--- src/hdl/isa_pkg.sv ---
package isa_pkg;

    localparam int WORD_W   = 32;
    localparam int REG_W    = 5;
    localparam int OPCODE_W = 6;
    localparam int FUNCT_W  = 6;
    localparam int IMM_W    = 16;

    typedef logic [WORD_W-1:0]   word_t;     // Data or instruction word
    typedef logic [REG_W-1:0]    reg_addr_t; // Register number
    typedef logic [OPCODE_W-1:0] opcode_t;
    typedef logic [FUNCT_W-1:0]  funct_t;
    typedef logic [IMM_W-1:0]    imm_t;      // Raw immediate field

    // Primary opcodes, bits 31:26
    localparam opcode_t OP_RTYPE = 6'h00;
    localparam opcode_t OP_J     = 6'h02;
    localparam opcode_t OP_BEQ   = 6'h04;
    localparam opcode_t OP_BNE   = 6'h05;
    localparam opcode_t OP_ADDIU = 6'h09;
    localparam opcode_t OP_ORI   = 6'h0d;
    localparam opcode_t OP_LUI   = 6'h0f;
    localparam opcode_t OP_HALT  = 6'h3f;

    // R-type funct codes, bits 5:0
    localparam funct_t FN_ADDU = 6'h21;
    localparam funct_t FN_SUBU = 6'h23;
    localparam funct_t FN_AND  = 6'h24;
    localparam funct_t FN_OR   = 6'h25;
    localparam funct_t FN_SLT  = 6'h2a;

endpackage

--- src/hdl/ctrl_pkg.sv ---
package ctrl_pkg;

    typedef enum logic [2:0] {
        ALU_ADD,
        ALU_SUB,
        ALU_AND,
        ALU_OR,
        ALU_SLT, // Signed compare
        ALU_LUI  // Immediate into upper half
    } alu_op_e;

    typedef enum logic [1:0] {
        IDLE,
        RUN,
        HALTED
    } run_state_e;

    typedef enum logic {
        B_REG, // Second operand from rt
        B_IMM  // Second operand from extended immediate
    } b_src_e;

    typedef enum logic {
        DST_RD, // R-type destination
        DST_RT  // I-type destination
    } dst_sel_e;

endpackage

--- src/hdl/mips_execute.sv ---
`timescale 1ns/1ps

module mips_execute (
    input  logic               clk_to_use,
    input  logic               i_rst,
    input  logic               i_flush,
    input  logic               i_id_valid,
    input  ctrl_pkg::alu_op_e  i_alu_op,
    input  ctrl_pkg::b_src_e   i_b_src,
    input  logic               i_imm_zero,
    input  logic               i_reg_write,
    input  isa_pkg::reg_addr_t i_dest,
    input  logic               i_is_beq,
    input  logic               i_is_bne,
    input  logic               i_is_halt,
    input  isa_pkg::reg_addr_t i_rs_addr,
    input  isa_pkg::reg_addr_t i_rt_addr,
    input  isa_pkg::word_t     i_rs_data,
    input  isa_pkg::word_t     i_rt_data,
    input  isa_pkg::imm_t      i_imm16,
    input  isa_pkg::word_t     i_pc_next,
    output logic               o_br_taken,
    output isa_pkg::word_t     o_br_target,
    output logic               o_ex_halt,
    output logic               o_wb_valid,
    output isa_pkg::reg_addr_t o_wb_reg,
    output isa_pkg::word_t     o_wb_data
);

    logic               ex_valid;
    ctrl_pkg::alu_op_e  ex_alu_op;
    ctrl_pkg::b_src_e   ex_b_src;
    logic               ex_imm_zero;
    logic               ex_reg_write;
    isa_pkg::reg_addr_t ex_dest;
    logic               ex_is_beq;
    logic               ex_is_bne;
    logic               ex_is_halt;
    isa_pkg::reg_addr_t ex_rs_addr;
    isa_pkg::reg_addr_t ex_rt_addr;
    isa_pkg::word_t     ex_rs_data;
    isa_pkg::word_t     ex_rt_data;
    isa_pkg::imm_t      ex_imm;
    isa_pkg::word_t     ex_pc_next;
    isa_pkg::word_t     op_a;
    isa_pkg::word_t     rt_fwd;
    isa_pkg::word_t     op_b;
    isa_pkg::word_t     imm_sext;
    isa_pkg::word_t     imm_ext;
    isa_pkg::word_t     alu_res;
    logic               ops_equal;

    // Decode/execute slot
    always_ff @(posedge clk_to_use or posedge i_rst) begin
        if (i_rst) begin
            ex_valid <= 1'b0;
        end else begin
            ex_valid <= i_id_valid && !i_flush;
        end
    end

    always_ff @(posedge clk_to_use) begin
        ex_alu_op    <= i_alu_op;
        ex_b_src     <= i_b_src;
        ex_imm_zero  <= i_imm_zero;
        ex_reg_write <= i_reg_write;
        ex_dest      <= i_dest;
        ex_is_beq    <= i_is_beq;
        ex_is_bne    <= i_is_bne;
        ex_is_halt   <= i_is_halt;
        ex_rs_addr   <= i_rs_addr;
        ex_rt_addr   <= i_rt_addr;
        ex_rs_data   <= i_rs_data;
        ex_rt_data   <= i_rt_data;
        ex_imm       <= i_imm16;
        ex_pc_next   <= i_pc_next;
    end

    // Bypass from the writeback slot, whose valid already excludes r0
    assign op_a   = (o_wb_valid && o_wb_reg == ex_rs_addr) ? o_wb_data : ex_rs_data;
    assign rt_fwd = (o_wb_valid && o_wb_reg == ex_rt_addr) ? o_wb_data : ex_rt_data;

    assign imm_sext = {{16{ex_imm[15]}}, ex_imm};
    assign imm_ext  = ex_imm_zero ? {16'h0000, ex_imm} : imm_sext;
    assign op_b     = (ex_b_src == ctrl_pkg::B_IMM) ? imm_ext : rt_fwd;

    always_comb begin
        case (ex_alu_op)
            ctrl_pkg::ALU_ADD: alu_res = op_a + op_b;
            ctrl_pkg::ALU_SUB: alu_res = op_a - op_b;
            ctrl_pkg::ALU_AND: alu_res = op_a & op_b;
            ctrl_pkg::ALU_OR:  alu_res = op_a | op_b;
            ctrl_pkg::ALU_SLT: alu_res = {31'd0, $signed(op_a) < $signed(op_b)};
            ctrl_pkg::ALU_LUI: alu_res = {ex_imm, 16'h0000};
            default:           alu_res = '0;
        endcase
    end

    assign ops_equal   = (op_a == rt_fwd);
    assign o_br_taken  = ex_valid && ((ex_is_beq && ops_equal) || (ex_is_bne && !ops_equal));
    assign o_br_target = ex_pc_next + imm_sext; // Word offset from PC+1
    assign o_ex_halt   = ex_valid && ex_is_halt;

    // Execute/writeback slot
    always_ff @(posedge clk_to_use or posedge i_rst) begin
        if (i_rst) begin
            o_wb_valid <= 1'b0;
        end else begin
            o_wb_valid <= ex_valid && ex_reg_write && (ex_dest != '0);
        end
    end

    always_ff @(posedge clk_to_use) begin
        o_wb_reg  <= ex_dest;
        o_wb_data <= alu_res;
    end

    a_no_r0_report: assert property (
        @(posedge clk_to_use) disable iff (i_rst) o_wb_valid |-> (o_wb_reg != '0)
    );

endmodule

--- config.mk ---
export PLATFORM = sky130hd
export DESIGN_NAME = mips_execute
export DESIGN_NICKNAME = d
export VERILOG_FILES = /design/src/hdl/isa_pkg.sv /design/src/hdl/ctrl_pkg.sv /design/src/hdl/mips_execute.sv
export SDC_FILE = /design/constraint.sdc
export NUM_CORES = 1
export LEC_CHECK = 0
export BUFFER_PORTS_ARGS = -buffer_cell sky130_fd_sc_hd__buf_2
export CAP_MARGIN = 20
export CORE_MARGIN = 2
export CORE_UTILIZATION = 35
export CTS_BUF_LIST = sky130_fd_sc_hd__clkbuf_8
export CTS_CLUSTER_DIAMETER = 40
export DETAILED_ROUTE_END_ITERATION = 16
export GPL_TIMING_DRIVEN = 0
export PLACE_DENSITY = 0.68
export SETUP_SLACK_MARGIN = 0.5
export SYNTH_ARGS = -nofsm -noshare
export SYNTH_HDL_FRONTEND = slang
export SYNTH_SLANG_ARGS = --single-unit
--- constraint.sdc ---
create_clock -name clk_to_use -period 4.5 [get_ports clk_to_use]
set_clock_uncertainty 0.05 [all_clocks]
set_input_delay 0.9 -clock clk_to_use [delete_from_list [all_inputs] [get_ports clk_to_use]]
set_output_delay 0.9 -clock clk_to_use [all_outputs]
set_load 0.05 [all_outputs]
After elaboration in Yosys (flattened, before gate mapping):

Cells that the tools add are included.

* $add $sub $neg: 3
* magnitude comparators: 1
* equality and inequality tests: 8
* muxes and demuxes: 5
* bitwise operators: 2
* reductions and logical operators: 14

Operator list (number)
* $pmux 32 s6: 1
* $mux 32: 4
* $add 32x32->32: 2
* $and 32x32->32: 1
* $eq 32x32->1: 1
* $lt 32x32->1: 1
* $or 32x32->32: 1
* $sub 32x32->32: 1
* $eq 5x5->1: 2
* $logic_and 1x1->1: 9
* $eq 3x2->1 const B: 2
* $eq 3x3->1 const B: 2
* $reduce_bool 5->1: 1
* $eq 3x1->1 const B: 1
* $logic_not 3->1: 1
* $logic_not 1->1: 2
* $logic_or 1x1->1: 1

* register bits after elaboration: 175
* bits of input ports: 140
* output and inout port bits: 72
* word-level logic and storage cells: 51

Depth between registers and ports, before layout:

Gate-level depths: netlist of run 1.

* depth after elaboration: 8
* mapped depth: 22
* gate-level depth less buffers: 18

Worst setup path after synthesis of run 1:

No wires, ideal clock.

* kind: register to register
* start point: register o_wb_reg[0]
* end point: register o_wb_data[30]
* setup time: 58 ps
* arrival time: 4894 ps
* required time: 4392 ps
* slack: -502 ps
* stages on the path, launching flop included: 20
* path buffers: 3
* clock period less this slack: 5002 ps
* path through: dfxtp_1 xor2_1 nor4_1 nand3_1 clkbuf_1 buf_2 buf_1 mux2i_1 o21ai_0 inv_1 ha_1 or3_4 o211ai_2 o211ai_2 a311o_2 a2111oi_4 nor2_2 a221o_1 a2111oi_2 or4_1

* cells in the longest elaborated chain, start to end: 6
* elaborated cells between the ends (all ways): 12
* those cells by class: add/sub (2); eq/ne (2); mux (4); bitwise (2); reduce/logical (2)

Ends and longest elaborated chain
* from (decl): line mips_execute.sv:26 `output isa_pkg::reg_addr_t o_wb_reg,`
* from (signal assigned): line mips_execute.sv:114 `o_wb_reg <= ex_dest;`
* $eq 5x5->1: line mips_execute.sv:81 `assign rt_fwd = (o_wb_valid && o_wb_reg == ex_rt_addr) ? o_wb_data : ex_rt_data;`
* $logic_and 1x1->1: line mips_execute.sv:81
* $mux 32: line mips_execute.sv:81
* $mux 32: line mips_execute.sv:85 `assign op_b = (ex_b_src == ctrl_pkg::B_IMM) ? imm_ext : rt_fwd;`
* $sub 32x32->32, or another cell as far along: line mips_execute.sv:90 `ctrl_pkg::ALU_SUB: alu_res = op_a - op_b;`
* $pmux 32 s6 (*): line mips_execute.sv:88 `case (ex_alu_op)`
* via alu_res[30]: line mips_execute.sv:50 `isa_pkg::word_t alu_res;`
* to (signal assigned): line mips_execute.sv:115 `o_wb_data <= alu_res;`
* to (decl): line mips_execute.sv:27 `output isa_pkg::word_t o_wb_data`

Mark *: on every way through the listed nets, which the timed path passes. The rest lies on a longest branch.

Final worst setup path of run 1:

Same ends and word-level chain as after synthesis.

==> results of run 1 <==
## path summary, 6_finish.rpt
check | end | slack (ns) | depth (start not counted)
max | o_wb_data[30] | -0.30 | 19
min | ex_valid | 0.18 | 2
max reg2reg | o_wb_data[30] | -0.30 | 19
min reg2reg | o_wb_reg[1] | 0.29 | 0
max in group asynchronous | o_wb_valid | 4.10 | 2
min in group clk_to_use | o_wb_reg[1] | 0.29 | 0
## power groups by stage
stage | logic [mW] | clock network (mW) | registers, mW
6_report | 2.14 | 1.09 | 1.77
5_1_grt | 2.28 | 1.19 | 1.78
3_5_place_dp | 1.72 | 0 | 1.79
2_1_floorplan | 1.14 | 0 | 1.90
4_1_cts | 1.95 | 1.12 | 1.76
3_3_place_gp | 1.71 | 0 | 1.79
## final cells by class
type	count	area (um2)	share of cell area, %
Multi-Input combinational cell	1073	8850	54.8
Sequential cell	175	3570	22.1
Timing Repair Buffer	292	1900	11.8
Tap cell	442	553	3.42
Buffer	65	470	2.91
Inverter	112	420	2.60
Clock buffer	19	262	1.62
Clock inverter	13	124	0.767
Antenna cell	3	7.51	0.0465
## worst max-delay path, cell delays in order, from the launching register on
cell,delay [ns]
sky130_fd_sc_hd__dfxtp_4,0.37
sky130_fd_sc_hd__xor2_2,0.18
sky130_fd_sc_hd__nor4_4,0.30
sky130_fd_sc_hd__nand3_2,0.12
sky130_fd_sc_hd__buf_6,0.13
sky130_fd_sc_hd__buf_6,0.12
sky130_fd_sc_hd__mux2_4,0.30
sky130_fd_sc_hd__mux2_4,0.28
sky130_fd_sc_hd__ha_4,0.18
sky130_fd_sc_hd__fa_2,0.40
sky130_fd_sc_hd__or2_4,0.26
sky130_fd_sc_hd__a221oi_4,0.32
sky130_fd_sc_hd__o211ai_4,0.11
sky130_fd_sc_hd__o211ai_2,0.19
sky130_fd_sc_hd__a311o_2,0.26
sky130_fd_sc_hd__a2111oi_4,0.10
sky130_fd_sc_hd__nor2_2,0.16
sky130_fd_sc_hd__a221o_1,0.22
sky130_fd_sc_hd__a2111oi_2,0.05
sky130_fd_sc_hd__or4_4,0.54
## stage by stage
step	power, mW	std cells	hold WS [ns]	setup WS (ns)
6_report	5.00	2194	0.180	-0.295
4_1_cts	4.84	2166	0.147	-0.298
2_1_floorplan	3.04	1425	0.272	0.0539
3_3_place_gp	3.50	2078	0.276	-0.821
5_1_grt	5.25	2191	0.161	-0.430
3_5_place_dp	3.51	2078	0.281	-0.857
## cell usage after synthesis (all sizes together), types with 3 or more instances
library cell / instances
o22ai: 13
o311ai: 3
a22oi: 19
or4: 3
buf: 17
a221oi: 6
a21oi: 132
mux2: 17
dfxtp: 173
o21ai: 103
nor4: 15
inv: 111
nor4b: 3
fa: 3
a41o: 3
xor2: 29
a21o: 27
ha: 132
nand2b: 12
and2: 4
nand2: 113
a31oi: 13
and3: 4
a31o: 4
o21bai: 12
xnor2: 66
nor3: 23
nor2b: 9
nor2: 133
or3: 9
clkbuf: 48
nor3b: 3
o211ai: 10
nand3: 21
or2: 8
o31ai: 8
a2111oi: 5
mux2i: 37
a211oi: 30
o21a: 9
## metal layers
layer  track usage, %  vias to the layer above  part of all wire (%)
met4             9.65                        6                   3.5
met2             37.9                      510                    44
li1                 -                     5614                     -
met5                0                        -                 0.093
met3             7.32                       81                   8.4
met1             31.4                     5478                    44
## repair_timing
item | in CTS | in global routing
endpoints found under the setup margin | 48 | 48
setup buffers | 56 | 24
cloned | 0 | 1
pin swaps | 85 | 99
resized for setup | 224 | 141
## cell families after synthesis
logic type               Yosys count  share of synthesized area [%]
XOR/XNOR                          95                           7.10
multiplexers                      55                           5.19
buffers and inverters            177                           5.97
adder cells (fa/ha/maj)          135                           14.6
AO/OA/AOI/OAI                    422                           23.0
AND/OR/NAND/NOR                  366                           14.2
flip-flops                       175                           30.0
==> results.py, run 1 <==
metrics = {
    "synthesis": {
        "dominantRegCellSynth": "sky130_fd_sc_hd__dfxtp_1",
        "synthesis.instances": 1425,
        "synth.net_count": 1700,
        "synth.ff_latch_count": 175,
        "synth-async-reset-ratio_pct": 1.14,
        "synthesis.yosys.warnings": 0,
        "synth_largest_type_area_fraction_pct": 29.6,
        "synth_top_area_cell": "sky130_fd_sc_hd__dfxtp_1",
        "yosysSeqAreaShare_pct": 30.0,
        "syn-mean-instance-area_um2": 8.22,
        "yosysUniqueCellTypes": 85,
        "ys_top_cells_by_area": "sky130_fd_sc_hd__dfxtp_1, sky130_fd_sc_hd__ha_1, sky130_fd_sc_hd__a21oi_1, sky130_fd_sc_hd__xnor2_1, sky130_fd_sc_hd__nor2_1",
        "syn-cell-area_um2": 11700,
        "synth-edff-count": 0,
    },
    "route": {
        "route.detailed.wl_per_inst_um": 20.1,
        "drt_drc_violations_left": 0,
        "num_vias": 11700,
        "first_pass_iters": 5,
        "aggregate_routed_wire_length_um": 44200,
        "detail_route.vias_per_cell": 5.33,
        "antenna_left": 0,
        "detail_route.iter0.violations": 933,
    },
    "grt": {
        "grt_antenna_before_repair": 5,
        "all_layer_gr_usage_pct": 24.3,
        "grt_overflow_total": 0,
        "grt_max_degree": 17,
        "first_global_vias": 11500,
        "global_route_wire_length_before_repair_um": 65300,
    },
    "worst_setup_path": {
        "path_class": "flop to flop",
        "critPathCaptureType": "flop",
        "worstPathArrival_ns": 5.12,
        "r2r-start": "o_wb_reg[0]",
        "worst_path_fanout_max": 3,
        "launch_point_of_the_critical_path": "o_wb_reg[0]",
        "start_kind": "flop",
        "crit_required_ns": 4.83,
    },
    "place": {
        "detailed_place_hpwl_um": 32500,
        "routabilityCongestion": 0.944,
        "buffers_on_ports": 211,
        "dpl-instance-area_um2": 13600,
    },
    "power_and_ir_drop": {
        "sequentialPowerShare_pct": 35.3,
        "power.share.clock_pct": 21.8,
        "power.leakage_nw": 7.24,
        "swShare_pct": 40.3,
        "maximum_vdd_drop_v": 0.000275,
        "total_switching_power_mw": 2.02,
        "pwr-share-comb_pct": 42.9,
        "internal_power_summed_over_all_cells_mw": 2.98,
        "powerDensity_nw_per_um2": 309,
    },
    "final_layout": {
        "most_frequent_cells_in_the_layout": "sky130_fd_sc_hd__buf_2, sky130_fd_sc_hd__dfxtp_1, sky130_fd_sc_hd__nor2_1",
        "layout.nets": 2011,
        "areaGrowthSynthToFinish_pct": 37.9,
        "postLayoutCoreUtil_pct": 49.3,
        "finish.instance_area_um2": 16200,
        "mostFrequentLayoutCell": "sky130_fd_sc_hd__buf_2",
        "final_layout_size_suffix_gt1_share_pct": 34.0,
        "fillerInstances": 3144,
    },
    "clock_network": {
        "numCtsBuffers": 17,
        "clk-insertion-delay-late_ns": 0.51,
        "count_of_clock_tree_sinks": 175,
        "ctsHoldBuffers": 0,
        "cts_h_tree_depth": 4,
        "clkSlewWorstSetupHoldPaths_ns": 0.09,
        "cts_max_path_buffers": 2,
        "tritoncts": "yes",
        "clock_tree.root_cell": "sky130_fd_sc_hd__clkbuf_8",
    },
    "sta": {
        "worst_slack_ns": -0.295,
        "final_max_tran_viols": 0,
        "setup-tns-final_ns": -1.86,
        "fin_crit_sh_pct": 107,
        "worstMarginPinSlew_ns": 1.00,
        "timing.fmax_mhz": 209,
        "setup_repair_after_global_routing_missed_its_margin": "yes",
        "report.final.hold_viol_count": 0,
        "report.final.setup_viol": 14,
        "timing.max_slew.rel_slack_pct": 33.2,
        "final_period_minus_worst_setup_slack_ns": 4.80,
    },
    "status": {
        "run_status": "finished with violations",
        "violations": "setup timing",
    },
    "floorplan": {
        "floorplan.die_area_um2": 34900,
        "start_util_pct": 35.7,
        "row_count": 66,
        "die_height_um": 187,
        "dieWidth_um": 187,
        "core_region_area_um2": 32800,
        "boundaryPins": 212,
    },
    "hold_path": {
        "hold_path_class": "input pin to async pin",
    },
    "run": {
        "max_cap_violations": 0,
    },
}
No activity file was read; power rests on OpenSTA's default activity.
==> inputs of run 2 (changes only) <==
--- a/config.mk
+++ b/config.mk
@@ -5,15 +5,16 @@
 export SDC_FILE = /design/constraint.sdc
 export NUM_CORES = 1
 export LEC_CHECK = 0
-export BUFFER_PORTS_ARGS = -buffer_cell sky130_fd_sc_hd__buf_2
 export CAP_MARGIN = 20
 export CORE_MARGIN = 2
 export CORE_UTILIZATION = 35
 export CTS_BUF_LIST = sky130_fd_sc_hd__clkbuf_8
 export CTS_CLUSTER_DIAMETER = 40
 export DETAILED_ROUTE_END_ITERATION = 16
+export DONT_BUFFER_PORTS = 1
 export GPL_TIMING_DRIVEN = 0
-export PLACE_DENSITY = 0.68
+export HOLD_SLACK_MARGIN = 0.15
+export PLACE_DENSITY = 0.61
 export SETUP_SLACK_MARGIN = 0.5
 export SYNTH_ARGS = -nofsm -noshare
 export SYNTH_HDL_FRONTEND = slang
==> constraint.sdc (replaced) <==
create_clock -name clk_to_use -period 5.86 [get_ports clk_to_use]
set_clock_uncertainty 0.05 [all_clocks]
set_input_delay 1.172 -clock clk_to_use [delete_from_list [all_inputs] [get_ports clk_to_use]]
set_output_delay 1.172 -clock clk_to_use [all_outputs]
set_load 0.05 [all_outputs]
==> results.py, run 2 (same netlist as run 1, synthesis figures left out) <==
metrics = {
    "status": {
        "run_status": "finished, final reports clean",
    },
    "worst_setup_path": {
        "critPathCaptureType": "output pin",
        "crit_required_ns": 4.64,
        "worstPathArrival_ns": 4.09,
        "start_kind": "flop",
        "worst_path_fanout_max": 4,
        "path_class": "flop to output pin",
    },
    "clock_network": {
        "clkSlewWorstSetupHoldPaths_ns": 0.10,
        "tritoncts": "yes",
        "cts_max_path_buffers": 2,
        "numCtsBuffers": 17,
        "count_of_clock_tree_sinks": 175,
        "cts_h_tree_depth": 4,
        "clk-insertion-delay-late_ns": 0.51,
        "ctsHoldBuffers": 0,
        "clock_tree.root_cell": "sky130_fd_sc_hd__clkbuf_8",
    },
    "place": {
        "dpl-instance-area_um2": 12300,
        "buffers_on_ports": 0,
        "detailed_place_hpwl_um": 32000,
        "routabilityCongestion": 0.939,
    },
    "floorplan": {
        "start_util_pct": 35.7,
        "floorplan.die_area_um2": 34900,
        "row_count": 66,
        "boundaryPins": 212,
        "die_height_um": 187,
        "dieWidth_um": 187,
        "core_region_area_um2": 32800,
    },
    "power_and_ir_drop": {
        "power.leakage_nw": 5.75,
        "maximum_vdd_drop_v": 0.000383,
        "powerDensity_nw_per_um2": 263,
        "finalPower_mw": 3.45,
    },
    "route": {
        "antenna_left": 0,
        "drt_drc_violations_left": 0,
        "detail_route.iter0.violations": 724,
        "first_pass_iters": 5,
        "route.detailed.wl_per_inst_um": 21.4,
        "aggregate_routed_wire_length_um": 41200,
        "num_vias": 10500,
        "detail_route.vias_per_cell": 5.48,
    },
    "grt": {
        "grt_max_degree": 21,
        "global_route_wire_length_before_repair_um": 61000,
        "all_layer_gr_usage_pct": 23.0,
        "grt_antenna_before_repair": 16,
        "first_global_vias": 10200,
        "grt_overflow_total": 0,
    },
    "final_layout": {
        "areaGrowthSynthToFinish_pct": 12.2,
        "finish.instance_area_um2": 13100,
        "final_layout_size_suffix_gt1_share_pct": 11.0,
        "layout.nets": 1734,
        "mostFrequentLayoutCell": "sky130_fd_sc_hd__dfxtp_1",
        "most_frequent_cells_in_the_layout": "sky130_fd_sc_hd__dfxtp_1, sky130_fd_sc_hd__nor2_1, sky130_fd_sc_hd__a21oi_1, sky130_fd_sc_hd__ha_1, sky130_fd_sc_hd__nand2_1",
    },
    "sta": {
        "timing.fmax_mhz": 188,
        "final_period_minus_worst_setup_slack_ns": 5.31,
        "timing.hold.ws_ns": 0.296,
        "worstMarginPinSlew_ns": 1.18,
        "report.final.setup_viol": 0,
        "report.final.hold_viol_count": 0,
        "setup_repair_after_global_routing_missed_its_margin": "yes",
        "fin_crit_sh_pct": 90.6,
        "final_max_tran_viols": 0,
        "timing.max_slew.rel_slack_pct": 20.6,
    },
    "hold_path": {
        "hold_path_class": "flop to flop",
    },
    "run": {
        "max_cap_violations": 0,
    },
}
run 2: cell count changes in the layout (fill, tap and decap cells not counted), sizes merged:
cell    before  now
bufinv       2    1
inv        117  120
diode        3    8
buf        309   30
run 2: metrics by stage:
step	utilization [%]	instances	TNS, ns	worst slack (ns)
after floorplan	-	1425	0	0.858
after global placement	37.4	1867	-5.33	-0.819
after detailed placement	37.5	1871	-4.86	-0.820
after CTS	39.1	1904	0	0.464
after global routing	40.1	1918	0	0.341
final	40.1	1922	0	0.551
run 2: timing repair:
item                                    in CTS  in global routing
endpoints found under the setup margin      36                 17
buffers inserted                             1                  9
gates resized for setup                     37                 51
pin swaps                                    1                 10
run 2: path summary, 6_finish.rpt:
check	start	end	slack, ns	cells after the start
min in group asynchronous	i_rst	ex_valid	0.35	1
worst max register to register	o_wb_reg[2]	o_wb_data[30]	0.68	18
worst min register to register	ex_dest[0]	o_wb_reg[0]	0.30	0
worst max-delay path	ex_imm[0]	o_br_target[18]	0.55	12
worst min-delay path	ex_dest[0]	o_wb_reg[0]	0.30	0
max in group asynchronous	i_rst	o_wb_valid	5.30	1
run 2: layout make-up:
type / instances / area, um2
Tap cell: 442 / 553
Buffer: 65 / 324
Antenna cell: 8 / 20.0
Clock inverter: 15 / 149
Multi-Input combinational cell: 1073 / 7790
Inverter: 112 / 420
Timing Repair Buffer: 15 / 116
Sequential cell: 175 / 3530
Clock buffer: 17 / 234
Fill cell: 3404 / 19600
run 2: layer usage:
metal  global-route usage [%]  vias up  routed length (um)
li1                         -     5063                   -
met1                     29.6     4911               18200
met2                     34.4      473               17600
met3                     9.53       64                4260
met4                     8.18       14                1020
met5                        0        -                  96
run 2: report_power, final:
part | internal, mW | switching, mW | total (mW)
clock network | 0.349 | 0.487 | 0.836
logic | 0.382 | 0.758 | 1.14
registers | 1.27 | 0.203 | 1.47
run 2: critical path, cell delays in order (launching register included):
cell and delay [ns]:
sky130_fd_sc_hd__dfxtp_1 0.46, sky130_fd_sc_hd__ha_1 0.26, sky130_fd_sc_hd__inv_1 0.07, sky130_fd_sc_hd__fa_1 0.40, sky130_fd_sc_hd__nor2b_1 0.18, sky130_fd_sc_hd__o31a_1 0.17
sky130_fd_sc_hd__o21a_1 0.15, sky130_fd_sc_hd__o21ai_1 0.16, sky130_fd_sc_hd__a211oi_1 0.45, sky130_fd_sc_hd__nor3_1 0.11, sky130_fd_sc_hd__nor2_1 0.19, sky130_fd_sc_hd__o21ai_0 0.10
sky130_fd_sc_hd__a22oi_1 0.85
==> inputs of run 3 (changes only) <==
--- a/config.mk
+++ b/config.mk
@@ -14,6 +14,7 @@
 export DONT_BUFFER_PORTS = 1
 export GPL_TIMING_DRIVEN = 0
 export HOLD_SLACK_MARGIN = 0.15
+export MAX_ROUTING_LAYER = met4
 export PLACE_DENSITY = 0.61
 export SETUP_SLACK_MARGIN = 0.5
 export SYNTH_ARGS = -nofsm -noshare
==> constraint.sdc (replaced) <==
create_clock -name clk_to_use -period 6.8 [get_ports clk_to_use]
set_clock_uncertainty 0.05 [all_clocks]
set_input_delay 1.36 -clock clk_to_use [delete_from_list [all_inputs] [get_ports clk_to_use]]
set_output_delay 1.36 -clock clk_to_use [all_outputs]
set_load 0.05 [all_outputs]
==> results.py, run 3 (same netlist as run 1, synthesis figures left out) <==
metrics = {
    "status": {
        "run_status": "finished, final reports clean",
    },
    "place": {
        "detailed_place_hpwl_um": 32300,
        "routabilityCongestion": 0.955,
        "buffers_on_ports": 0,
        "placed_instances": 1870,
        "dpl-instance-area_um2": 12300,
    },
    "grt": {
        "global_route_wire_length_before_repair_um": 62000,
        "grt_overflow_total": 0,
        "first_global_vias": 10300,
        "grt_antenna_before_repair": 18,
        "grt_max_degree": 21,
        "all_layer_gr_usage_pct": 24.0,
    },
    "worst_setup_path": {
        "worstPathArrival_ns": 6.30,
        "cp_num_buf_inv": 4,
        "launch_point_of_the_critical_path": "o_wb_reg[0]",
        "cp_common_cell": "sky130_fd_sc_hd__buf_2",
        "crit_required_ns": 7.10,
        "crit_path_top_delay_cell": "sky130_fd_sc_hd__dfxtp_2",
        "critPathCaptureType": "flop",
        "worst_path_fanout_max": 10,
        "critPathTopFamily": "compound AO/OA/AOI/OAI gates",
        "path_class": "flop to flop",
        "r2r-start": "o_wb_reg[0]",
        "critical-path-max-stage-delay_ns": 0.53,
        "cp_cell_sequence": "xor2_1 -> nor4_1 -> nand3_2 -> clkbuf_2 -> buf_2 -> buf_2 -> mux2i_1 -> o21ai_0 -> ha_1 -> clkbuf_1 -> a21o_1 -> a211o_1 -> o2111ai_1 -> nand2_1 -> a31o_2 -> a2bb2oi_1 -> or2_2 -> a211oi_1 -> or4_1",
        "start_kind": "flop",
    },
    "clock_network": {
        "clock_tree.root_cell": "sky130_fd_sc_hd__clkbuf_8",
        "count_of_clock_tree_sinks": 175,
        "cts_h_tree_depth": 4,
        "post_cts_setup_buffer_count": 0,
        "ctsHoldBuffers": 0,
        "clk-insertion-delay-late_ns": 0.50,
        "numCtsBuffers": 17,
        "cts_max_path_buffers": 2,
        "tritoncts": "yes",
        "clkSlewWorstSetupHoldPaths_ns": 0.10,
    },
    "final_layout": {
        "mostFrequentLayoutCell": "sky130_fd_sc_hd__dfxtp_1",
        "finish.instance_area_um2": 12700,
        "final_cell_count_without_fillers": 1920,
        "postLayoutCoreUtil_pct": 38.8,
        "areaGrowthSynthToFinish_pct": 8.72,
        "layout.nets": 1722,
        "most_frequent_cells_in_the_layout": "sky130_fd_sc_hd__dfxtp_1, sky130_fd_sc_hd__nor2_1, sky130_fd_sc_hd__a21oi_1, sky130_fd_sc_hd__ha_1, sky130_fd_sc_hd__nand2_1",
        "final_layout_size_suffix_gt1_share_pct": 7.40,
    },
    "sta": {
        "setup-tns-final_ns": 0,
        "timing.max_slew.rel_slack_pct": 20.6,
        "fin_crit_sh_pct": 88.2,
        "report.final.hold_viol_count": 0,
        "timing.fmax_mhz": 167,
        "report.final.setup_viol": 0,
        "worstMarginPinSlew_ns": 1.18,
        "setup_repair_after_global_routing_missed_its_margin": "no",
        "final_period_minus_worst_setup_slack_ns": 5.99,
        "final_max_tran_viols": 0,
    },
    "route": {
        "drt_drc_violations_left": 0,
        "antenna_left": 0,
        "route.detailed.wl_per_inst_um": 21.4,
        "first_pass_iters": 6,
        "num_vias": 10500,
        "detail_route.vias_per_cell": 5.46,
        "detail_route.iter0.violations": 798,
        "aggregate_routed_wire_length_um": 41000,
    },
    "floorplan": {
        "boundaryPins": 212,
        "dieWidth_um": 187,
        "start_util_pct": 35.7,
        "core_region_area_um2": 32800,
        "row_count": 66,
        "floorplan.die_area_um2": 34900,
        "die_height_um": 187,
    },
    "power_and_ir_drop": {
        "maximum_vdd_drop_v": 0.000289,
        "power.leakage_nw": 5.63,
        "powerDensity_nw_per_um2": 225,
    },
    "run": {
        "max_cap_violations": 0,
    },
    "hold_path": {
        "hold_path_startpoint": "ex_dest[0]",
        "hold_path_class": "flop to flop",
    },
}
==> run 3: cell types whose count changed in the layout (fill, tap and decap cells not counted), sizes merged <==
| cell | previous run | this run |
|---|---|---|
| diode | 8 | 18 |
| clkbuf | 67 | 65 |
| clkinv | 5 | 8 |
| buf | 30 | 20 |
| bufinv | 1 | 0 |
| inv | 120 | 118 |
==> run 3: per-layer routing <==
| layer | track usage (%) | share of wire [%] | vias to the layer above |
|---|---|---|---|
| met2 | 34.9 | 42 | 466 |
| met4 | 7.84 | 2.5 | 0 |
| met3 | 8.26 | 10 | 56 |
| met1 | 31.1 | 45 | 4896 |
| met5 | - | 0 | - |
| li1 | - | - | 5060 |
==> run 3: layout make-up <==
| type | count | area, um2 |
|---|---|---|
| inverter | 112 | 420 |
| fill | 3400 | 20100 |
| clock buffer | 17 | 234 |
| tap | 442 | 553 |
| antenna | 18 | 45.0 |
| clock inverter | 15 | 113 |
| buffer | 65 | 282 |
| sequential | 175 | 3520 |
| multi-input combinational | 1073 | 7540 |
| timing repair buffer | 3 | 22.5 |
==> run 3: power breakdown <==
part	internal, mW	total [mW]	switching (mW)
Combinational	0.305	0.945	0.640
Clock	0.257	0.654	0.397
Sequential	1.10	1.27	0.172
==> run 3: what timing repair did <==
action                                  CTS  global route
endpoints found under the hold margin     0             0
endpoints found under the setup margin    4             8
gates resized for setup                   7             8
==> run 3: path summary, 6_finish.rpt <==
kind,to,cells after the start,slack [ns]
setup / recovery,o_wb_data[30],19,0.81
setup reg to reg,o_wb_data[30],19,0.81
hold reg to reg,o_wb_reg[0],0,0.30
max in group asynchronous,ex_valid,1,6.04
hold / removal,o_wb_reg[0],0,0.30
min in group asynchronous,o_wb_valid,1,0.55
==> run 3: metrics by stage <==
stage	power (mW)	setup slack, ns	hold slack [ns]
2_1_floorplan	1.98	1.80	0.273
3_3_place_gp	2.20	0.0958	0.281
3_5_place_dp	2.21	0.170	0.281
4_1_cts	2.88	0.447	0.303
5_1_grt	3.03	0.504	0.307
6_report	2.87	0.805	0.303
==> run 3: worst reg2reg max path: stages, from the launching register on <==
cell and delay, ns:
sky130_fd_sc_hd__dfxtp_2 0.53, sky130_fd_sc_hd__xor2_1 0.11, sky130_fd_sc_hd__nor4_1 0.44, sky130_fd_sc_hd__nand3_2 0.31, sky130_fd_sc_hd__clkbuf_2 0.36, sky130_fd_sc_hd__buf_2 0.28
sky130_fd_sc_hd__buf_2 0.23, sky130_fd_sc_hd__mux2i_1 0.15, sky130_fd_sc_hd__o21ai_0 0.37, sky130_fd_sc_hd__ha_1 0.30, sky130_fd_sc_hd__clkbuf_1 0.18, sky130_fd_sc_hd__a21o_1 0.22
sky130_fd_sc_hd__a211o_1 0.36, sky130_fd_sc_hd__o2111ai_1 0.30, sky130_fd_sc_hd__nand2_1 0.20, sky130_fd_sc_hd__a31o_2 0.33, sky130_fd_sc_hd__a2bb2oi_1 0.36, sky130_fd_sc_hd__or2_2 0.19
sky130_fd_sc_hd__a211oi_1 0.05, sky130_fd_sc_hd__or4_1 0.53
